<file path="src/hw/eth_rx_pkg.sv">
package eth_rx_pkg;

    // Field widths of the receive path.
    localparam int BYTE_W  = 8;
    localparam int MAC_LEN = 6;   // Destination address bytes at the head of a frame.

    // The all-ones destination is accepted by every station.
    localparam logic [MAC_LEN*BYTE_W-1:0] BCAST_MAC = '1;

    // CPU register map.
    localparam logic [15:0] ADDR_CR     = 16'hfb00;
    localparam logic [15:0] ADDR_CNT_LO = 16'hfb02;
    localparam logic [15:0] ADDR_CNT_HI = 16'hfb03;

    // The buffer window covers f000 to f7ff.
    localparam logic [4:0] BUF_BASE_HI = 5'b11110;

    // Bit 0 of the control register reads as full and rearms when written with 1.
    localparam int CR_FULL_BIT = 0;

    typedef enum logic [1:0] {
        RX_ARMED,
        RX_RECV,
        RX_DISCARD,
        RX_FULL
    } rx_state_t;

    typedef enum logic [2:0] {
        SEL_NONE,
        SEL_BUF,
        SEL_CR,
        SEL_CNT_LO,
        SEL_CNT_HI
    } reg_sel_t;

endpackage

</file>
<file path="src/hw/mac_filter.sv">
`timescale 1ns/1ns
module mac_filter import eth_rx_pkg::*; #(
    parameter logic [MAC_LEN*BYTE_W-1:0] STATION_MAC = 48'h02_00_00_00_00_01
) (
    input  logic              clk,
    input  logic              n_rst,
    input  logic [BYTE_W-1:0] byte_data,
    input  logic              byte_stb,
    input  logic [2:0]        byte_idx,
    input  logic              frame_start,
    input  logic              frame_end,
    output logic              inhibit
);

    logic              st_match;
    logic              bc_match;
    logic              hdr_done;
    logic              inhibit_q;
    logic [2:0]        mac_pos;
    logic [BYTE_W-1:0] st_byte;
    logic              st_hit;
    logic              bc_hit;
    logic              hdr_last;

    // Byte 0 on the wire is the most significant byte of the address.
    assign mac_pos  = (int'(byte_idx) < MAC_LEN) ? 3'(MAC_LEN - 1) - byte_idx : 3'd0;
    assign st_byte  = STATION_MAC[BYTE_W*mac_pos +: BYTE_W];
    assign st_hit   = st_match & (byte_data == st_byte);
    assign bc_hit   = bc_match & (byte_data == BCAST_MAC[BYTE_W-1:0]);   // All bytes are equal.
    assign hdr_last = byte_stb & ~hdr_done & (byte_idx == 3'(MAC_LEN - 1));

    always_ff @(posedge clk) begin
        if (n_rst) begin
            st_match  <= 1'b0;
            bc_match  <= 1'b0;
            hdr_done  <= 1'b0;
            inhibit_q <= 1'b0;
        end else if (frame_start) begin
            st_match  <= 1'b1;
            bc_match  <= 1'b1;
            hdr_done  <= 1'b0;
            inhibit_q <= 1'b0;
        end else begin
            if (byte_stb && !hdr_done) begin
                st_match <= st_hit;
                bc_match <= bc_hit;
            end
            if (hdr_last) begin
                hdr_done  <= 1'b1;
                inhibit_q <= ~(st_hit | bc_hit);
            end
            if (frame_end && !hdr_done) begin
                inhibit_q <= 1'b1;   // Header never completed.
            end
        end
    end

    // A short frame has to be refused in the same cycle that its end is seen.
    assign inhibit = inhibit_q | (frame_end & ~hdr_done);

endmodule

</file>
<file path="config.mk">
export PLATFORM = sky130hd
export DESIGN_NAME = mac_filter
export DESIGN_NICKNAME = d
export VERILOG_FILES = /design/src/hw/eth_rx_pkg.sv /design/src/hw/mac_filter.sv
export SDC_FILE = /design/constraint.sdc
export NUM_CORES = 1
export LEC_CHECK = 0
export BUFFER_PORTS_ARGS = -buffer_cell sky130_fd_sc_hd__buf_4
export CORE_AREA = 2 2 39 41
export CTS_CLUSTER_DIAMETER = 40
export CTS_CLUSTER_SIZE = 12
export DETAILED_ROUTE_END_ITERATION = 10
export DIE_AREA = 0 0 41 43
export PLACE_DENSITY = 0.52
export RECOVER_POWER = 100
export SYNTH_ARGS = -nofsm -noshare
export SYNTH_HDL_FRONTEND = slang
export SYNTH_SLANG_ARGS = --single-unit
</file>
<file path="constraint.sdc">
create_clock -name clk -period 2.3 [get_ports clk]
set_clock_uncertainty 0.1 [all_clocks]
set_input_delay 0.46 -clock clk [delete_from_list [all_inputs] [get_ports clk]]
set_output_delay 0.46 -clock clk [all_outputs]
set_load 0.05 [all_outputs]
</file>
==> impl_metrics.yaml <==
final_layout:
  fillCellCount: 165
  final_common_cell: "buf_4"
  multi_input_area_sq_um: 173
  finalNetCount: 71
  final_cell_mix: "13 x buf_4, 5 x a21oi_1, 5 x clkbuf_4, 4 x nand2b_1, 4 x dfxtp_1"
  synthToLayoutAreaGrowth_pct: 58.9
  seqCellArea_sq_um: 80.1
  layout-drive-gt1-share_pct: 34.0
  num_antenna_cells: 0
setup_path:
  crit_path_cell_trace: "nand2b_1 -> nand2b_1 -> clkbuf_1"
  cp.arrival_ns: 1.23
  crit_family: "buffers and inverters"
  cp_slowest_stage_delay_ns: 0.46
  reg2regPathDepth: 4
  crit_path_max_fanout: 3
  path_buf_inv: 1
  regToRegStartpoint: "st_match"
  cp_data_required_time_ns: 1.74
  crit_path_start: "hdr_done"
  r2r_slack_ns: 0.83
  crit_top_cell: "nand2b_1"
  critPathLaunchType: "register"
  slowest_stage: "clkbuf_1"
  path_class: "reg -> out"
  worstReg2RegEnd: "inhibit_q"
  end_kind: "primary output"
cts:
  cts_tree: "done"
  cts_buffers: 3
  clock_sinks: 4
  cts_resized: 0
  ctsHoldBuffers: 0
  cts_root_buffer: "clkbuf_4"
  post_cts_buffers: 0
  clock_latency_ns: 0.23
  clkSlewWorstSetupHoldPaths_ns: 0.04
  htreeDepth: 1
  clockBufferDepth: 2
synthesis:
  syn_inst: 34
  synth_seq_cells: 4
  syn_avg_cell_area_sq_um: 7.62
  synth_enable_flop_cells: 0
  seq_area_frac_synth_pct: 30.9
  synth_fp_nets: 50
  ys_warn_count: 0
  ys.flop_type: "dfxtp_1"
  async_flop_share_pct: 0
  synthesis.area_sq_um: 259
  synthDistinctLibCells: 18
power_and_ir_drop:
  p_clk_share_pct: 41.5
  p_per_area_mw_per_mm2: 502
  switching_share_pct: 24.4
  irDropWorstVdd_uv: 310
  p_seq_share_pct: 36.5
  power.share.combinational_pct: 22.0
  power.net_switching_uw: 50.5
  p_leak_nw: 0.189
  finalPower_uw: 207
  p_int_uw: 156
timing:
  final.setup.tns_ns: 0
  rsz0062_at_grt: "no"
  slew_headroom_pct: 60.9
  max_freq_ghz: 0.557
  setup_viol: 0
  fin_crit_sh_pct: 78.0
  hold_viol: 0
  worst_pin_slew_ns: 0.588
  min_period_ns: 1.79
  setup_ws_ns: 0.505
  slew_violations: 0
  whs_ns: 0.310
routing:
  routed_wl_um: 647
  wl_per_cell_um: 9.38
  drt_iter0_drc: 2
  vias_per_cell: 4.86
  drt_pass1_iterations: 4
  ant_nets: 0
  drc_errors: 0
  routed-via-count: 335
grt:
  grt_util_all_layers_pct: 10.1
  globalRouteOverflowTotal: 0
  grt_pass1_wl_um: 1240
  grt_pass1_vias: 354
  grt_max_degree: 6
  antenna_found_initial: 0
place:
  port_buffers: 16
  dp_slack_ns: 0.530
  place_hpwl_um: 558
  place.gp.congestion: 0.680
die:
  die_w_um: 41
  start_util_pct: 18.7
  core.rowCount: 14
  core_area_sq_mm: 0.00138
  dieArea_sq_mm: 0.00176
  die_h_um: 43
  io_pins: 17
job:
  drv_cap: 0
worst_hold_path:
  whs_path_depth: 2
  min_path_type: "in -> reg"
  hp-start: "n_rst"
  hold_end: "bc_match"
status:
  status: "finished clean"
kinds of logic (layout without fill, tap and decap cells):
| family | count (synthesis) | in the layout | synth area share (%) |
|---|---|---|---|
| AND/OR/NAND/NOR | 20 | 20 | 45.4 |
| AO/OA/AOI/OAI | 10 | 10 | 23.7 |
| flip-flops | 4 | 4 | 30.9 |
| buffers and inverters | 0 | 19 | 0 |
worst max-delay path by stage:
stage | endpoint | slack, ns | cells after the start
floorplan | inhibit_q | 0.71 | 4
global placement | inhibit_q | 0.56 | 5
detailed placement | inhibit_q | 0.53 | 5
CTS | inhibit | 0.75 | 3
global route | inhibit | 0.45 | 3
finish | inhibit | 0.51 | 3
cell usage after synthesis, types with 2 or more instances:
library cell	count	area share (%)
dfxtp_1	4	31
or3_1	2	4.8
nor2_1	3	4.3
and3_1	2	4.8
a21oi_1	5	9.7
nand2b_1	4	9.7
nand2_1	3	4.3
state kept, by name, indices dropped and copies added, names as in the netlist:
register and flops:
bc_match 1, hdr_done 1, inhibit_q 1, st_match 1
through the flow:
step	utilization, %	instance area [sq um]	instances
final	29.7	412	69
after global routing	29.7	412	69
after CTS	30.5	422	69
after detailed placement	28.8	399	66
after global placement	28.8	399	66
after floorplan	-	259	34
power groups by stage:
stage	combinational, mW	clock [mW]	sequential [mW]
floorplan	0.0184	0	0.0758
global placement	0.0481	0	0.0765
detailed placement	0.0481	0	0.0765
CTS	0.0482	0.0896	0.0755
global route	0.0512	0.0926	0.0758
finish	0.0455	0.0858	0.0754
cell type report:
class	count	share of cell area [%]
Clock buffer	3	5.47
Multi-Input combinational cell	30	41.9
Sequential cell	4	19.5
Tap cell	16	4.86
Timing Repair Buffer	16	28.3
routing by layer:
| metal | global-route usage [%] | wire length (um) | vias up |
|---|---|---|---|
| li1 | - | - | 169 |
| met1 | 10.3 | 234 | 155 |
| met2 | 16.9 | 370 | 7 |
| met3 | 1.57 | 24 | 4 |
| met4 | 8.00 | 18 | 0 |
| met5 | 0 | 0 | - |
(Power assumes the default switching activity.)
