--- src/hw/eth_rx_pkg.sv ---
package eth_rx_pkg;

    // Field widths of the receive path.
    localparam int BYTE_W  = 8;
    localparam int MAC_LEN = 6;   // Destination address bytes at the head of a frame.

    // The all-ones destination is accepted by every station.
    localparam logic [MAC_LEN*BYTE_W-1:0] BCAST_MAC = '1;

    // CPU register map.
    localparam logic [15:0] ADDR_CR     = 16'hfb00;
    localparam logic [15:0] ADDR_CNT_LO = 16'hfb02;
    localparam logic [15:0] ADDR_CNT_HI = 16'hfb03;

    // The buffer window covers f000 to f7ff.
    localparam logic [4:0] BUF_BASE_HI = 5'b11110;

    // Bit 0 of the control register reads as full and rearms when written with 1.
    localparam int CR_FULL_BIT = 0;

    typedef enum logic [1:0] {
        RX_ARMED,
        RX_RECV,
        RX_DISCARD,
        RX_FULL
    } rx_state_t;

    typedef enum logic [2:0] {
        SEL_NONE,
        SEL_BUF,
        SEL_CR,
        SEL_CNT_LO,
        SEL_CNT_HI
    } reg_sel_t;

endpackage

--- src/hw/bus_decode.sv ---
`timescale 1ns/1ns
module bus_decode import eth_rx_pkg::*; #(
    parameter int BUF_AW = 11
) (
    input  logic              clk,
    input  logic              n_rst,
    input  logic [15:0]       a,
    input  logic [BYTE_W-1:0] d_in,
    input  logic              n_we,
    input  logic              n_oe,
    input  logic              buf_full,
    input  logic [BUF_AW:0]   byte_cnt,
    input  logic [BYTE_W-1:0] rd_q,
    output logic [BUF_AW-1:0] rd_addr,
    output logic              rearm,
    output logic [BYTE_W-1:0] d_out
);

    reg_sel_t          sel_d;
    reg_sel_t          sel_q;
    logic              n_we_prev;
    logic [15:0]       cnt_ext;
    logic [BYTE_W-1:0] rd_mux;

    // Output enable is folded into the select so an idle bus reads zero.
    always_comb begin
        sel_d = SEL_NONE;
        if (!n_oe) begin
            if (a[15:11] == BUF_BASE_HI) begin
                sel_d = SEL_BUF;
            end else if (a == ADDR_CR) begin
                sel_d = SEL_CR;
            end else if (a == ADDR_CNT_LO) begin
                sel_d = SEL_CNT_LO;
            end else if (a == ADDR_CNT_HI) begin
                sel_d = SEL_CNT_HI;
            end
        end
    end

    assign rd_addr = a[BUF_AW-1:0];   // The RAM registers it alongside sel_q.
    assign cnt_ext = 16'(byte_cnt);

    always_comb begin
        rd_mux = '0;
        case (sel_q)
            SEL_BUF:    rd_mux = rd_q;
            SEL_CR:     rd_mux[CR_FULL_BIT] = buf_full;
            SEL_CNT_LO: rd_mux = cnt_ext[7:0];
            SEL_CNT_HI: rd_mux = cnt_ext[15:8];
            default:    rd_mux = '0;
        endcase
    end

    always_ff @(posedge clk) begin
        if (n_rst) begin
            sel_q     <= SEL_NONE;
            n_we_prev <= 1'b1;
            rearm     <= 1'b0;
            d_out     <= '0;
        end else begin
            sel_q     <= sel_d;
            n_we_prev <= n_we;
            d_out     <= rd_mux;
            // One pulse per write strobe, on its falling edge.
            rearm     <= n_we_prev & ~n_we & (a == ADDR_CR) & d_in[CR_FULL_BIT];
        end
    end

endmodule

--- config.mk ---
export PLATFORM = sky130hd
export DESIGN_NAME = bus_decode
export DESIGN_NICKNAME = d
export VERILOG_FILES = /design/src/hw/eth_rx_pkg.sv /design/src/hw/bus_decode.sv
export SDC_FILE = /design/constraint.sdc
export NUM_CORES = 1
export LEC_CHECK = 0
export BUFFER_PORTS_ARGS = -buffer_cell sky130_fd_sc_hd__clkbuf_2
export CAP_MARGIN = 25
export CORE_AREA = 3 3 47 57
export DETAILED_ROUTE_END_ITERATION = 8
export DIE_AREA = 0 0 50 60
export GPL_ROUTABILITY_DRIVEN = 1
export HOLD_SLACK_MARGIN = 0.15
export PLACE_DENSITY = 0.76
export SLEW_MARGIN = 20
export SYNTH_ARGS = -nofsm -noshare
export SYNTH_HDL_FRONTEND = slang
export SYNTH_SLANG_ARGS = --single-unit
export TNS_END_PERCENT = 100
--- constraint.sdc ---
create_clock -name clk -period 1.2 [get_ports clk]
set_clock_uncertainty 0.15 [all_clocks]
set_input_delay 0.36 -clock clk [delete_from_list [all_inputs] [get_ports clk]]
set_output_delay 0.36 -clock clk [all_outputs]
set_load 0.005 [all_outputs]
==> summary.md <==
| Metric | Value |
|---|---|
| Clk Latency, worst-skew pair | `0.26 ns` |
| Crit path launch | `d_out[3]` |
| Row count | `18` |
| Crit Path Class | `reg -> out` |
| Pleak | `0.5258 nW` |
| Cells on worst reg2reg path | `4` |
| Fin crit share | `0.9973` |
| Syn Nets | `116` |
| Input/output buffers | `61` |
| Post-synth EDFFs | `0` |
| Total GRT Usage | `0.1215` |
| Filler Cells Inserted | `217` |
| Die area | `3000 µm²` |
| Synth Cell Area | `669.4 µm²` |
| Total Routed Length | `1713 µm` |
| Die Span X | `50 µm` |
| Hold Buf Count CTS | `1` |
| Vias | `705` |
| Detailed-route DRC error count | `0` |
| CTS Buf Count | `3` |
| Clk slew on worst S/H paths | `0.07 ns` |
| CTS root buf | `clkbuf_4` |
| Antenna diode count | `0` |
| Layout cells sized above 1 | `0.6719` |
| Post-synth top area share | `0.3888` |
| Top cells by area, synth | `dfxtp_1 (39%), buf_4 (12%), mux2_2 (6.7%), mux2i_1 (6.0%), nor2_1 (4.5%)` |
| Routed wire per std cell | `10.84 µm` |
| WP data required | `0.69 ns` |
| Count leader, synth | `dfxtp_1` |
| Ys Warns | `0` |
| Crit path buffers/inverters | `1` |
| Final setup fails | `0` |
| Area of the core | `2140 µm²` |
| IO Pins | `69` |
| Mapped Cells | `67` |
| Initial Util | `0.3129` |
| FF+latch count, synth | `13` |
| CP max-delay cell | `dfxtp_1` |
| Crit path depth | `1` |
| Nets | `178` |
| Fin cells | `158` |
| Post-synth top cells | `dfxtp_1 (13), buf_4 (11), nor2_1 (8)` |
| Async set-reset flop share out of synthesis | `0` |
| Gpl congestion | `0.6805` |
| Final hold vios | `0` |
| Largest net degree at the start of global routing | `8` |
| Vias in the first global route | `703` |
| Setup crit start kind | `flip-flop` |
| Total gr overflow | `0` |
| HP Class | `in -> reg` |
| Register area | `266.5 µm²` |
| Setup_tns | `0 ns` |
| Pwr Density | `790.4 nW/µm²` |
| Post-synth top flop | `dfxtp_1` |
| Yosys cell types | `24` |
| Max Freq | `835.6 MHz` |
| Critical R2R Capture | `d_out[0]` |
| Slowest stage delay, CP | `0.32 ns` |
| Crit path cell chain | `clkbuf_2` |
| Worst VDD drop | `0.6098 mV` |
| Clock sink count | `13` |
| CTS tree | `built` |
| Vias/cell | `4.462` |
| Chip height | `60 µm` |
| R2r setup slk | `0.01 ns` |
| Crit-path leading delay family | `flip-flops` |
| Max cap viols | `0` |
| H-Tree Level Count | `1` |
| Hold Crit Depth | `2` |
| Status | `finished clean` |
| Placement Setup Slack | `-0.1630 ns` |
| Fin crit period | `1.197 ns` |
| Register area share after synthesis | `0.3888` |
| Antenna-violating nets left | `0` |
| CTS Buffer Depth | `2` |
| Crit Path Max Fanout | `1` |
| DRT iter0 DRCs | `3` |
| Arr. time, crit path | `0.69 ns` |
| Footprint of the multi-input gates | `336.6 µm²` |
| Largest area contributor in the netlist | `dfxtp_1` |
| Pwr Total | `0.8347 mW` |
| RSZ-0062 raised after global routing | `yes` |
| Initial antenna violation count | `0` |
| CP Capture Type | `output pin` |
| Hold WS | `0.1442 ns` |
| Fin. max-slew vios | `0` |
| Crit path capture | `d_out[3]` |
| DRT Pass-1 Iters | `4` |
| Worst rel slew slack | `0.8311` |
| Final worst slack | `0.003185 ns` |
| R2r startpoint | `sel_q[1]` |
| Avg Cell Area, Syn | `9.991 µm²` |
| Area growth from synthesis to layout | `57.76%` |
| Tightest Pin Transition | `0.2498 ns` |
| Cell count after placement | `154` |
| Global-route wire length before repair | `2732 µm` |
layout make-up:
class / instances / share of cell area
Timing Repair Buffer: 69 / 0.3685
Multi-Input combinational cell: 42 / 0.3187
Sequential cell: 13 / 0.2524
Tap cell: 30 / 0.03555
Clock buffer: 4 / 0.02488
kinds of logic after synthesis:
kind of cell	after synthesis	synth area share
AND/OR/NAND/NOR	28	0.2841
buffers and inverters	12	0.1402
multiplexers	8	0.1271
AO/OA/AOI/OAI	6	0.05982
flip-flops	13	0.3888
worst min-delay path by stage:
stage / from / endpoint / slack, ns
after floorplan: n_we_prev / rearm / 0.26
after global placement: n_we_prev / rearm / 0.28
after detailed placement: n_we_prev / rearm / 0.28
after CTS: n_we / n_we_prev / 0.13
after global routing: n_we / n_we_prev / 0.14
final: n_we / n_we_prev / 0.14
sequential cells by signal, summed over array words and instances (netlist names):
name,flops
d_out,8
n_we_prev,1
sel_q,3
rearm,1
through the flow:
| step | cell area (µm²) | utilization |
|---|---|---|
| floorplan | 670.6 | - |
| global placement | 979.7 | 0.4579 |
| detailed placement | 979.7 | 0.4579 |
| CTS | 1036 | 0.4842 |
| global route | 1056 | 0.4936 |
| finish | 1056 | 0.4936 |
routing by layer:
layer / track usage / routed length (µm) / up-vias
met4: 0.04743 / 11 / 0
met1: 0.1125 / 627 / 296
met5: 0 / 0 / -
li1: - / - / 353
met3: 0.05736 / 245 / 2
met2: 0.2276 / 829 / 54
where the power goes:
part           switching [mW]  internal (mW)
clock                   0.129          0.128
combinational          0.0529         0.0926
sequential           0.000877          0.431
cell usage in the layout, fill, tap and decap left out, drive strengths merged, types with 2 or more instances in the layout:
cell | synthesis | routed
clkbuf | 0 | 63
dfxtp | 13 | 13
buf | 12 | 9
nor2 | 8 | 8
mux2i | 4 | 4
mux2 | 4 | 4
nor3 | 3 | 3
a22oi | 3 | 3
nand2 | 3 | 3
nand3b | 2 | 2
a21oi | 2 | 2
nand4b | 2 | 2
timing repair:
action / 4_1_cts / 5_1_grt
pin swaps: 1 / 4
endpoints found under the hold margin: 2 / 1
setup endpoints to repair: 14 / 13
buffers inserted: 0 / 1
resized for setup: 6 / 7
(Power assumes the default switching activity.)
