--- src/hw/eth_rx_pkg.sv ---
package eth_rx_pkg;

    // Field widths of the receive path.
    localparam int BYTE_W  = 8;
    localparam int MAC_LEN = 6;   // Destination address bytes at the head of a frame.

    // The all-ones destination is accepted by every station.
    localparam logic [MAC_LEN*BYTE_W-1:0] BCAST_MAC = '1;

    // CPU register map.
    localparam logic [15:0] ADDR_CR     = 16'hfb00;
    localparam logic [15:0] ADDR_CNT_LO = 16'hfb02;
    localparam logic [15:0] ADDR_CNT_HI = 16'hfb03;

    // The buffer window covers f000 to f7ff.
    localparam logic [4:0] BUF_BASE_HI = 5'b11110;

    // Bit 0 of the control register reads as full and rearms when written with 1.
    localparam int CR_FULL_BIT = 0;

    typedef enum logic [1:0] {
        RX_ARMED,
        RX_RECV,
        RX_DISCARD,
        RX_FULL
    } rx_state_t;

    typedef enum logic [2:0] {
        SEL_NONE,
        SEL_BUF,
        SEL_CR,
        SEL_CNT_LO,
        SEL_CNT_HI
    } reg_sel_t;

endpackage

--- src/hw/serial_rx.sv ---
`timescale 1ns/1ns
module serial_rx import eth_rx_pkg::*; #(
    parameter int BUF_AW = 11
) (
    input  logic              clk,
    input  logic              n_rst,
    input  logic              recv_sck,
    input  logic              recv_mosi,
    input  logic              n_recv_ss,
    input  logic              rx_enable,
    output logic [BYTE_W-1:0] byte_data,
    output logic              byte_stb,
    output logic [BUF_AW:0]   byte_cnt,
    output logic              frame_start,
    output logic              frame_end
);

    localparam int BIT_W = $clog2(BYTE_W);
    localparam logic [BIT_W-1:0] BIT_LAST = BIT_W'(BYTE_W - 1);

    logic [1:0]        sck_sync;
    logic [1:0]        mosi_sync;
    logic [1:0]        ss_sync;
    logic              sck_prev;
    logic              ss_prev;
    logic              sck_rise;
    logic              ss_fall;
    logic              ss_rise;
    logic              mosi_bit;
    logic [BIT_W-1:0]  bit_cnt;
    logic [BYTE_W-1:0] shreg;
    logic              shift_en;

    // Bits are taken only inside the select window and while the buffer is not frozen.
    assign shift_en = sck_rise & ~ss_prev & rx_enable;

    // Two-flop synchronizers followed by registered edge pulses.
    always_ff @(posedge clk) begin
        if (n_rst) begin
            sck_sync  <= '0;
            mosi_sync <= '0;
            ss_sync   <= '1;
            sck_prev  <= 1'b0;
            ss_prev   <= 1'b1;
            sck_rise  <= 1'b0;
            ss_fall   <= 1'b0;
            ss_rise   <= 1'b0;
            mosi_bit  <= 1'b0;
        end else begin
            sck_sync  <= {sck_sync[0], recv_sck};
            mosi_sync <= {mosi_sync[0], recv_mosi};
            ss_sync   <= {ss_sync[0], n_recv_ss};
            sck_prev  <= sck_sync[1];
            ss_prev   <= ss_sync[1];
            sck_rise  <= sck_sync[1] & ~sck_prev;
            ss_fall   <= ~ss_sync[1] & ss_prev;
            ss_rise   <= ss_sync[1] & ~ss_prev;
            mosi_bit  <= mosi_sync[1];   // Stays aligned with sck_rise.
        end
    end

    always_ff @(posedge clk) begin
        if (n_rst) begin
            bit_cnt     <= '0;
            byte_stb    <= 1'b0;
            byte_cnt    <= '0;
            frame_start <= 1'b0;
            frame_end   <= 1'b0;
        end else begin
            frame_start <= ss_fall;
            frame_end   <= ss_rise;
            byte_stb    <= shift_en && (bit_cnt == BIT_LAST);
            if (ss_fall) begin
                bit_cnt <= '0;
            end else if (shift_en) begin
                bit_cnt <= bit_cnt + 1'b1;
            end
            // A frame arriving while full must leave the count alone.
            if (frame_start && rx_enable) begin
                byte_cnt <= '0;
            end else if (byte_stb && !byte_cnt[BUF_AW]) begin
                byte_cnt <= byte_cnt + 1'b1;
            end
        end
    end

    always_ff @(posedge clk) begin
        if (shift_en) begin
            shreg <= {shreg[BYTE_W-2:0], mosi_bit};   // MSB arrives first.
            if (bit_cnt == BIT_LAST) begin
                byte_data <= {shreg[BYTE_W-2:0], mosi_bit};
            end
        end
    end

endmodule

--- config.mk ---
export PLATFORM = sky130hd
export DESIGN_NAME = serial_rx
export DESIGN_NICKNAME = d
export VERILOG_FILES = /design/src/hw/eth_rx_pkg.sv /design/src/hw/serial_rx.sv
export SDC_FILE = /design/constraint.sdc
export NUM_CORES = 1
export LEC_CHECK = 0
export BUFFER_PORTS_ARGS = -buffer_cell sky130_fd_sc_hd__buf_2
export CORE_MARGIN = 1.5
export CORE_UTILIZATION = 52
export DETAILED_ROUTE_END_ITERATION = 7
export PLACE_DENSITY = 0.71
export SLEW_MARGIN = 40
export SYNTH_ARGS = -nofsm -noshare
export SYNTH_HDL_FRONTEND = slang
export SYNTH_SLANG_ARGS = --single-unit
--- constraint.sdc ---
create_clock -name clk -period 4.5 [get_ports clk]
set_input_delay 0.675 -clock clk [delete_from_list [all_inputs] [get_ports clk]]
set_output_delay 0.675 -clock clk [all_outputs]
set_load 0.1 [all_outputs]
==> results.json <==
{
  "track_usage_pct": 17.2,
  "ys_seq_elements": 45,
  "cts_tree": "yes",
  "finalNetCount": 163,
  "start_util_pct": 55.9,
  "route.detailed.drc": 0,
  "vias": 970,
  "crit_chain": "buf_2",
  "htreeDepth": 2,
  "cp_max_fo": 6,
  "min_to": "sck_rise$_SDFF_PP0_",
  "fp.dieH_um": 57.9,
  "finalPower_mw": 0.732,
  "r2r_slack_ns": 2.88,
  "synth_area_mm2": 0.00157,
  "critPathMaxStageDelay_ns": 0.48,
  "irDropWorstVdd_mv": 0.394,
  "grt_max_degree": 19,
  "place_inst": 178,
  "worst_slack_ns": 2.52,
  "crit_type": "flop to output pin",
  "fin_crit_sh_pct": 44.0,
  "dieArea_mm2": 0.00336,
  "syn_avg_cell_area_um2": 12.9,
  "dp_hpwl_mm": 1.68,
  "fin_crit_ns": 1.98,
  "status": "finished clean",
  "ctsHoldBuffers": 0,
  "worstSetupStartpointType": "flop",
  "cts.repair.resized": 0,
  "worstReg2RegEnd": "byte_data[1]$_DFFE_PP_",
  "worst_clock_skew_ns": 0.0152,
  "crit_buf_inv": 1,
  "max_freq_mhz": 505,
  "viasPerCell": 5.22,
  "setup_viol": 0,
  "min_from": "sck_prev$_SDFF_PP0_",
  "final_core_util_pct": 65.6,
  "clock_path_buffers": 2,
  "seq_area_frac_synth_pct": 67.0,
  "setup-tns-final_ns": 0,
  "clk_pin_slew_ns": 0.12,
  "tightest_slew_ns": 0.491,
  "antenna_found_initial": 0,
  "io_pins": 29,
  "clock_latency_ns": 0.36,
  "leakage_nw": 0.777,
  "hold_depth": 1,
  "yosysWarnings": 0,
  "synth_edf_count": 15,
  "drt.antenna.violating_nets": 0,
  "async_reset_ff_share_pct": 0,
  "cts_sinks": 45,
  "grt_pass1_vias": 914,
  "r2r-start": "ss_prev$_SDFF_PP1_",
  "wl_mm": 2.38,
  "routedWlPerCell_um": 12.8,
  "dieWidth_um": 57.9,
  "overflow": 0,
  "root_buffer": "clkbuf_4",
  "r2r_cells": 2,
  "io_buffers": 28,
  "slew_headroom_pct": 67.3,
  "synth-main-ff-cell": "dfxtp_1",
  "synth_top_cells_by_count": "30 x dfxtp_1, 15 x edfxtp_1, 11 x nor2b_1",
  "p_per_area_mw_per_mm2": 398,
  "worstPathRequired_ns": 3.83,
  "cp_num_cells": 1,
  "hold_class": "flop to flop",
  "rsz0062_at_grt": "no",
  "slowest_stage": "dfxtp_1",
  "synth_top_area_cell": "dfxtp_1",
  "antennaDiodeCount": 0,
  "yosysMostFrequentCell": "dfxtp_1",
  "crit_family": "flip-flops",
  "postCtsSetupRepairBufs": 0,
  "drive_above_1_share_pct": 28.4,
  "core_mm2": 0.00281,
  "synthTopCellsByArea": "dfxtp_1 38%, edfxtp_1 29%, nor2b_1 4.4%",
  "cts_made_buffers": 5,
  "first_pass_iters": 5,
  "row_count": 19,
  "postSynthCellCount": 122,
  "grt_first_pass_wirelength_mm": 4.16,
  "synth_top_area_share_pct": 38.3,
  "synth_nets": 131,
  "drt-initial-drc-count": 72,
  "gp_congestion": 0.771,
  "final_cells": 186,
  "drv_slew": 0,
  "areaGrowthSynthToFinish_pct": 17.2,
  "crit_arrival_ns": 1.31,
  "dp_slack_ns": 2.43,
  "finalHoldViolCount": 0,
  "end_kind": "output pin",
  "synth_cell_types": 29,
  "cap_viol_max_count": 0
}
==> state kept, by name, summed over array words and instances, names as in the netlist, 2 cells and up <==
register / cells
bit_cnt: 3
byte_cnt: 12
byte_data: 8
mosi_sync: 2
sck_sync: 2
shreg: 7
ss_sync: 2
==> final cells by class <==
type,instances,area [um2]
Multi-Input combinational cell,70,492
Sequential cell,45,1050
Timing Repair Buffer,28,140
Clock buffer,5,37.5
Inverter,4,15.0
Tap cell,31,38.8
Fill cell,240,966
Clock inverter,3,65.1
==> worst register-to-register path, stage by stage (launching register included) <==
cell     delay [ns]
dfxtp_1        0.34
and3b_1        0.52
and2_1         0.43
==> layout by cell type (no fill, tap or decap) <==
| cell | Yosys | routed |
|---|---|---|
| dfxtp_1 | 30 | 30 |
| buf_2 | 0 | 28 |
| edfxtp_1 | 15 | 15 |
| nor2b_1 | 11 | 11 |
| a21oi_1 | 8 | 8 |
| clkbuf_4 | 0 | 5 |
| nand2_1 | 4 | 4 |
| inv_1 | 4 | 4 |
| mux2i_1 | 4 | 4 |
| o21ai_0 | 4 | 4 |
| nor2_1 | 4 | 4 |
| or2_2 | 3 | 3 |
| o31ai_1 | 3 | 3 |
| or4_1 | 3 | 3 |
| xnor2_1 | 3 | 3 |
| nor3_1 | 3 | 3 |
| ha_1 | 3 | 3 |
| nand3_1 | 2 | 2 |
| nor4_1 | 2 | 2 |
| or3_2 | 2 | 2 |
| or3_1 | 2 | 2 |
| bufinv_16 | 0 | 2 |
| and3b_1 | 1 | 1 |
| and2_1 | 1 | 1 |
| nand2b_1 | 1 | 1 |
| nand4_4 | 1 | 1 |
| nand3b_2 | 1 | 1 |
| nand4b_4 | 1 | 1 |
| a21o_1 | 1 | 1 |
| nor3b_1 | 1 | 1 |
| o21a_1 | 1 | 1 |
| clkinv_2 | 0 | 1 |
==> where the power goes <==
group / switching, mW / internal (mW) / total (mW) / leakage (nW)
registers: 0.00130 / 0.421 / 0.422 / 0.383
clock network: 0.126 / 0.172 / 0.298 / 0.0552
logic: 0.00753 / 0.00460 / 0.0121 / 0.339
==> metal layers <==
metal	global-route usage, %	part of all wire, %	vias to the layer above	wire length [um]
met5	0	0	-	0
met4	11.0	2.7	0	63
met3	4.69	4.1	8	98
met2	25.3	46	24	1090
met1	22.4	47	442	1120
li1	-	-	496	-
==> cells by family after synthesis <==
logic type | after synthesis | synth area share [%]
AO/OA/AOI/OAI | 17 | 6.22
XOR/XNOR | 3 | 1.67
adder cells (fa/ha/maj) | 3 | 2.39
buffers and inverters | 7 | 1.67
flip-flops | 45 | 67.0
multiplexers | 4 | 2.55
AND/OR/NAND/NOR | 43 | 18.5
==> stage by stage <==
step           instance area, um2  hold WS (ns)
2_1_floorplan                1570         0.367
3_3_place_gp                 1740         0.377
3_5_place_dp                 1740         0.381
4_1_cts                      1840         0.399
5_1_grt                      1840         0.439
6_report                     1840         0.396
==> worst max path at each step <==
stage | startpoint | endpoint | slack, ns
detailed placement | rx_enable | byte_data[4]$_DFFE_PP_ | 2.43
CTS | byte_cnt[3]$_SDFFE_PP0P_ | byte_cnt[3] | 2.51
global route | byte_cnt[3]$_SDFFE_PP0P_ | byte_cnt[3] | 2.44
floorplan | byte_cnt[0]$_SDFFE_PP0P_ | byte_cnt[6]$_SDFFE_PP0P_ | 2.41
global placement | rx_enable | byte_data[3]$_DFFE_PP_ | 2.52
finish | byte_cnt[3]$_SDFFE_PP0P_ | byte_cnt[3] | 2.52
Power figures use the tool's default switching activity.
