===== src/hw/eth_rx_pkg.sv =====
package eth_rx_pkg;

    // Field widths of the receive path.
    localparam int BYTE_W  = 8;
    localparam int MAC_LEN = 6;   // Destination address bytes at the head of a frame.

    // The all-ones destination is accepted by every station.
    localparam logic [MAC_LEN*BYTE_W-1:0] BCAST_MAC = '1;

    // CPU register map.
    localparam logic [15:0] ADDR_CR     = 16'hfb00;
    localparam logic [15:0] ADDR_CNT_LO = 16'hfb02;
    localparam logic [15:0] ADDR_CNT_HI = 16'hfb03;

    // The buffer window covers f000 to f7ff.
    localparam logic [4:0] BUF_BASE_HI = 5'b11110;

    // Bit 0 of the control register reads as full and rearms when written with 1.
    localparam int CR_FULL_BIT = 0;

    typedef enum logic [1:0] {
        RX_ARMED,
        RX_RECV,
        RX_DISCARD,
        RX_FULL
    } rx_state_t;

    typedef enum logic [2:0] {
        SEL_NONE,
        SEL_BUF,
        SEL_CR,
        SEL_CNT_LO,
        SEL_CNT_HI
    } reg_sel_t;

endpackage


===== src/hw/rx_control.sv =====
`timescale 1ns/1ns
module rx_control import eth_rx_pkg::*; (
    input  logic clk,
    input  logic n_rst,
    input  logic frame_start,
    input  logic frame_end,
    input  logic inhibit,
    input  logic rearm,
    input  logic byte_stb,
    input  logic cnt_full,
    output logic rx_enable,
    output logic buf_we,
    output logic buf_full
);

    rx_state_t state;
    rx_state_t state_nxt;

    always_comb begin
        state_nxt = state;
        case (state)
            RX_ARMED: begin
                if (frame_start) begin
                    state_nxt = RX_RECV;
                end
            end
            RX_RECV: begin
                // A frame refused at its very end goes straight back to armed.
                if (frame_end) begin
                    state_nxt = inhibit ? RX_ARMED : RX_FULL;
                end else if (inhibit) begin
                    state_nxt = RX_DISCARD;
                end
            end
            RX_DISCARD: begin
                if (frame_end) begin
                    state_nxt = RX_ARMED;
                end
            end
            RX_FULL: begin
                if (rearm) begin
                    state_nxt = RX_ARMED;
                end
            end
        endcase
    end

    always_ff @(posedge clk) begin
        if (n_rst) begin
            state <= RX_ARMED;
        end else begin
            state <= state_nxt;
        end
    end

    assign buf_full  = (state == RX_FULL);
    assign rx_enable = ~buf_full;   // Freezes the buffer until rearmed.
    assign buf_we    = byte_stb & (state == RX_RECV) & ~cnt_full;

endmodule


===== config.mk =====
export PLATFORM = sky130hd
export DESIGN_NAME = rx_control
export DESIGN_NICKNAME = d
export VERILOG_FILES = /design/src/hw/eth_rx_pkg.sv /design/src/hw/rx_control.sv
export SDC_FILE = /design/constraint.sdc
export NUM_CORES = 1
export LEC_CHECK = 0
export ABC_CLOCK_PERIOD_IN_PS = 800
export BUFFER_PORTS_ARGS = -buffer_cell sky130_fd_sc_hd__buf_4
export CAP_MARGIN = 15
export CELL_PAD_IN_SITES_DETAIL_PLACEMENT = 1
export CELL_PAD_IN_SITES_GLOBAL_PLACEMENT = 2
export CORE_AREA = 3 3 40 42
export DETAILED_ROUTE_END_ITERATION = 16
export DIE_AREA = 0 0 43 45
export MAX_ROUTING_LAYER = met4
export PLACE_DENSITY_LB_ADDON = 0.1
export SKIP_LAST_GASP = 1
export SLEW_MARGIN = 25
export SYNTH_ARGS = -nofsm -noshare
export SYNTH_HDL_FRONTEND = slang
export SYNTH_SLANG_ARGS = --single-unit

===== constraint.sdc =====
create_clock -name clk -period 0.8 [get_ports clk]
set_input_delay 0.12 -clock clk [delete_from_list [all_inputs] [get_ports clk]]
set_output_delay 0.12 -clock clk [all_outputs]
set_load 0.05 [all_outputs]

==> metrics.yaml, run 1 <==
fillers: 153
die_y_um: 45
vdd.ir_drop.worst_mv: 0.3671
ant_nets: 0
finish.instance_area_um2: 294.0
regToRegSetupSlack_ps: -110
setup_slack_ps: -346.6
synth_ff_type: "dfxtp_1"
async_reset_ff_share_pct: 0
grt_usage_pct: 5.993
worst-path-max-fanout: 4
critPathRequiredTime_ps: 680
yosys.area.top_type_share_pct: 31.37
place_ws_ps: -142.0
die_x_um: 43
slew_viol_final: 0
clock_sinks: 2
rsz0062_at_grt: "true"
largestRegisters: "state (2)"
h-tree-depth: 1
grt.overflow.total: 0
cellLeakagePower_nw: 0.1232
hold_violations: 0
n_antenna_cell: 0
via_count: 151
postSynthAreaPerCell_um2: 9.817
hpwl_um: 367.7
criticalPathCategory: "reg -> out"
row_count: 13
dieArea_mm2: 0.001935
path_clk_slew_ps: 30
grt_pass1_vias: 202
setup_violations: 5
synth_area_um2: 127.6
fp.coreArea_mm2: 0.001285
max_slew_margin_pct: 81.39
drive_gt1_share_pct: 74.07
cts.hold.buffers_added: 0
status: "finished, violations left"
io_buffers: 10
routed_wl_um: 440
areaGrowthSynthToFinish_pct: 130.4
startpoint_type: "flop"
failed_checks: "setup timing"
finalPower_mw: 0.4529
worst_setup_path_end_kind: "primary output"
syn_inst: 13
period_share_pct: 143.3
yosysTopAreaCell: "dfxtp_1"
synthTopCellsByCount: "dfxtp_1, inv_1, mux2i_1"
grt_max_degree: 7
viasPerCell: 3.595
ys_seq_area_share_pct: 31.37
drt_iter0_drc: 1
ios: 11
start_util_pct: 9.932
grt_pass1_wl_um: 759
cts_tree: "done"
r2r_start: "state[1]$_SDFFE_PP0P_"
synth_nets: 21
p_per_area_mw_per_mm2: 1540
maxCapViolCount: 0
routedWlPerCell_um: 10.48
post_dp_cell_area_um2: 252.7
cts-root-buf: "clkbuf_4"
critical_path_arrival_ps: 1030
place_congestion: 0.6024
ys_seq_elements: 2
finalNetCount: 37
crit_end: "buf_we"
reg2regPathDepth: 3
fmax_ghz: 0.8721
worst_pin_slew_ps: 275.3
crit_path_start: "state[1]$_SDFFE_PP0P_"
ys_top_cells_by_area: "dfxtp_1, mux2i_1, a32o_1"
largest_register_ffs: 2
antenna_found_initial: 0
firstDrtPassIters: 2
yosysWarnings: 0
cts_buffer_depth: 2
skew_ps: 2.231
synth_edf_count: 0
cts_buffers: 3
drc_errors: 0
hp-class: "in -> reg"
worstReg2RegEnd: "state[0]$_SDFFE_PP0P_"
worstSkewPairLatency_ps: 220
yosysUniqueCellTypes: 10
top_register: "state"
period_needed_ps: 1147
[layout by cell type (no fill, tap or decap)]
cell type / netlist / layout
buf_4: 0 / 9
clkbuf_4: 0 / 3
mux2i_1: 2 / 2
and2_4: 0 / 1
clkinvlp_4: 0 / 1
nor4bb_4: 0 / 1
inv_1: 2 / 1
xor2_1: 1 / 1
nor3b_2: 0 / 1
a32o_1: 1 / 1
nor4b_1: 1 / 1
a31o_1: 1 / 1
buf_8: 0 / 1
buf_6: 0 / 1
dfxtp_4: 0 / 1
dfxtp_2: 0 / 1
[what timing repair did]
item                                    4_1_cts  5_1_grt
gates resized for setup                       5        0
pin swaps                                     1        2
endpoints found under the setup margin        5        5
setup buffers                                 0        0
[how the worst min path moves through the flow]
| stage | cells past startpoint | to | startpoint | slack, ps |
|---|---|---|---|---|
| floorplan | 1 | buf_we | cnt_full | 310 |
| global placement | 3 | state[0]$_SDFFE_PP0P_ | n_rst | 490 |
| detailed placement | 3 | state[0]$_SDFFE_PP0P_ | n_rst | 480 |
| CTS | 3 | state[0]$_SDFFE_PP0P_ | n_rst | 260 |
| global route | 3 | state[0]$_SDFFE_PP0P_ | n_rst | 270 |
| finish | 3 | state[0]$_SDFFE_PP0P_ | n_rst | 260 |
[per-layer routing]
metal / track usage [%] / part of all wire (%) / vias to the layer above / routed length (um)
li1: - / - / 77 / -
met1: 5.276 / 38 / 66 / 168
met2: 8.683 / 53 / 8 / 231
met3: 2.789 / 9.1 / 0 / 40
met4: 7.229 / 0 / 0 / 0
met5: - / 0 / - / 0
[per-stage QoR]
stage	setup TNS, ps	hold WS, ps	instances	utilization, %
finish	-1079	257.8	42	22.88
global placement	-477.3	490.1	39	19.67
floorplan	-554.3	306.6	13	-
CTS	-1125	256.9	42	22.88
detailed placement	-495.9	483.8	39	19.67
global route	-1343	270.3	42	22.88
[critical path, stage by stage, from the launching register on]
cell and delay [ps]:
dfxtp_2 330, nor4bb_4 270, buf_6 190
[kinds of logic after synthesis]
kind of cell           Yosys count  synth area share, %
XOR/XNOR                         1                6.864
flip-flops                       2                31.37
AND/OR/NAND/NOR                  4                25.50
multiplexers                     2                15.69
AO/OA/AOI/OAI                    2                14.71
buffers and inverters            2                5.885
[power by group]
group	total (mW)	internal, mW	leakage [nW]	switching (mW)
clock network	0.223	0.165	0.0138	0.0578
registers	0.124	0.111	0.0175	0.0139
logic	0.105	0.0633	0.0919	0.0419
total	0.453	0.339	0.123	0.114
[final cells by class]
| type | instances | area (um2) | area share (%) |
|---|---|---|---|
| clock buffer | 3 | 22.52 | 7.660 |
| inverter | 2 | 11.26 | 3.830 |
| multi-input combinational | 9 | 102.6 | 34.89 |
| sequential | 2 | 45.04 | 15.32 |
| tap | 15 | 18.77 | 6.383 |
| timing repair buffer | 11 | 93.84 | 31.91 |
(Power assumes the default switching activity.)
==> inputs of run 2 (changes only) <==
ABC_CLOCK_PERIOD_IN_PS = 1200   (was 800)
clock period = 1.2 ns   (was 0.8 ns; I/O delays follow)
==> run 2 against run 1 <==
Effect of this change:
- the flow still finishes with violations (setup timing)
- clock power is 35% lower
- hold slack improved by 48 ps
- final cell count is the same
- combinational power is 36% lower
==> metrics.yaml, run 2 (same netlist as run 1, synthesis figures left out) <==
status: "finished, violations left"
failed_checks: "setup timing"
fmax_ghz: 0.8324
slowest_delay_ps: 340
worst-path-max-fanout: 3
maxCapViolCount: 0
start_util_pct: 9.932
max_slew_margin_pct: 82.89
period_needed_ps: 1201
cp_slowest_cell: "dfxtp_4"
place_ws_ps: 87.20
firstDrtPassIters: 2
startpoint_type: "flop"
pwr-share-clk_pct: 49.6
power_frac_seq_pct: 27.5
cts_buffers: 3
path_clk_slew_ps: 30
antenna_found_initial: 0
fin_hold_ws_ps: 305.9
rsz0062_at_grt: "true"
path_cells: "nor4bb_4, buf_6"
die_y_um: 45
criticalPathCategory: "reg -> out"
cellLeakagePower_nw: 0.1212
routed_wl_um: 354
worstSkewPairLatency_ps: 220
period_share_pct: 100.1
setup_slack_ps: -1.340
grt_max_degree: 7
critPathRequiredTime_ps: 1020
via_count: 152
largest_register_ffs: 2
crit_family: "flip-flops"
slew_viol_final: 0
comb_power_share_pct: 22.9
largestRegisters: "state (2)"
hp-class: "in -> reg"
clock_sinks: 2
row_count: 13
worst_pin_slew_ps: 253.1
power.net_switching_mw: 0.07118
p_int_mw: 0.2236
h-tree-depth: 1
fp.coreArea_mm2: 0.001285
die_x_um: 43
grt_usage_pct: 5.304
drive_gt1_share_pct: 70.37
grt.overflow.total: 0
final_common_cell: "buf_4"
critical_path_arrival_ps: 1020
worst_setup_path_end_kind: "primary output"
hpwl_um: 302.8
layout_common_cells: "buf_4, clkbuf_4, mux2i_1, buf_6, dfxtp_4"
finalNetCount: 37
setup_violations: 1
areaGrowthSynthToFinish_pct: 125.5
ios: 11
io_buffers: 10
dpl.cell_count: 38
cts_buffer_depth: 2
p_per_area_mw_per_mm2: 1024
drc_errors: 0
ant_nets: 0
final_cells: 42
cts-root-buf: "clkbuf_4"
cts.hold.buffers_added: 0
hold_violations: 0
vdd.ir_drop.worst_mv: 0.3211
top_register: "state"
skew_ps: 3.530
dieArea_mm2: 0.001935
worst-path-buf-inv: 1
place_congestion: 0.6226
grt_pass1_wl_um: 634
swShare_pct: 24.15
grt_pass1_vias: 154
cts_tree: "done"
routedWlPerCell_um: 8.429
n_antenna_cell: 0
drt_iter0_drc: 2
viasPerCell: 3.619
## run 2: cell types whose count changed in the layout (fill, tap and decap cells not counted)
cell / previous run / this run
buf_6: 1 / 2
buf_8: 1 / 0
dfxtp_2: 1 / 0
dfxtp_4: 1 / 2
nor3b_1: 0 / 1
nor3b_2: 1 / 0
## run 2: area by class of cell
class                   instances  area (um2)
fillers                       153       997.2
multi-input cells               9       97.59
repair buffers                 11       90.09
flip-flops and latches          2       47.55
clock buffers                   3       22.52
well taps                      15       18.77
inverters                       2       11.26
## run 2: worst paths after layout
| path | to | cells after the start | from | slack (ps) |
|---|---|---|---|---|
| setup / recovery | buf_we | 2 | state[1]$_SDFFE_PP0P_ | -1 |
| hold / removal | state[0]$_SDFFE_PP0P_ | 3 | n_rst | 310 |
| setup reg to reg | state[0]$_SDFFE_PP0P_ | 3 | state[1]$_SDFFE_PP0P_ | 230 |
| hold reg to reg | state[0]$_SDFFE_PP0P_ | 1 | state[0]$_SDFFE_PP0P_ | 530 |
## run 2: timing repair
action / 4_1_cts / 5_1_grt
setup endpoints to repair: 3 / 2
setup buffers: 1 / 0
gates resized for setup: 4 / 2
pin swaps: 1 / 0
gates cloned: 0 / 0
## run 2: routing by layer
metal  vias up  GRT usage (%)  part of all wire [%]
met5         -              -                     0
met2        11          5.090                    36
li1         80              -                     -
met3         0          5.578                    18
met4         0          5.422                     0
met1        61          5.263                    46
## run 2: tightest hold or removal path: cells and delay by family
family | cells | cell delay [ps]
compound gates | 1 | 170
buf+inv | 1 | 90
simple gates | 1 | 40
## run 2: power by group through the flow
stage / Clock [mW] / Combinational [mW] / Sequential, mW
after floorplan: 0 / 0.0347 / 0.0818
after global placement: 0 / 0.0626 / 0.0844
after detailed placement: 0 / 0.0621 / 0.0847
after CTS: 0.159 / 0.0681 / 0.0819
after global routing: 0.177 / 0.0734 / 0.0822
final: 0.146 / 0.0676 / 0.0812
## run 2: through the flow
stage                     TNS [ps]  utilization, %  power, mW  instance area (um2)
final                       -1.340           22.40     0.2948                287.8
after global routing        -97.02           22.40     0.3329                287.8
after CTS                   -27.54           21.91     0.3086                281.5
after detailed placement         0           18.89     0.1468                242.7
after global placement           0           18.89     0.1470                242.7
after floorplan             -30.36               -     0.1165                148.9
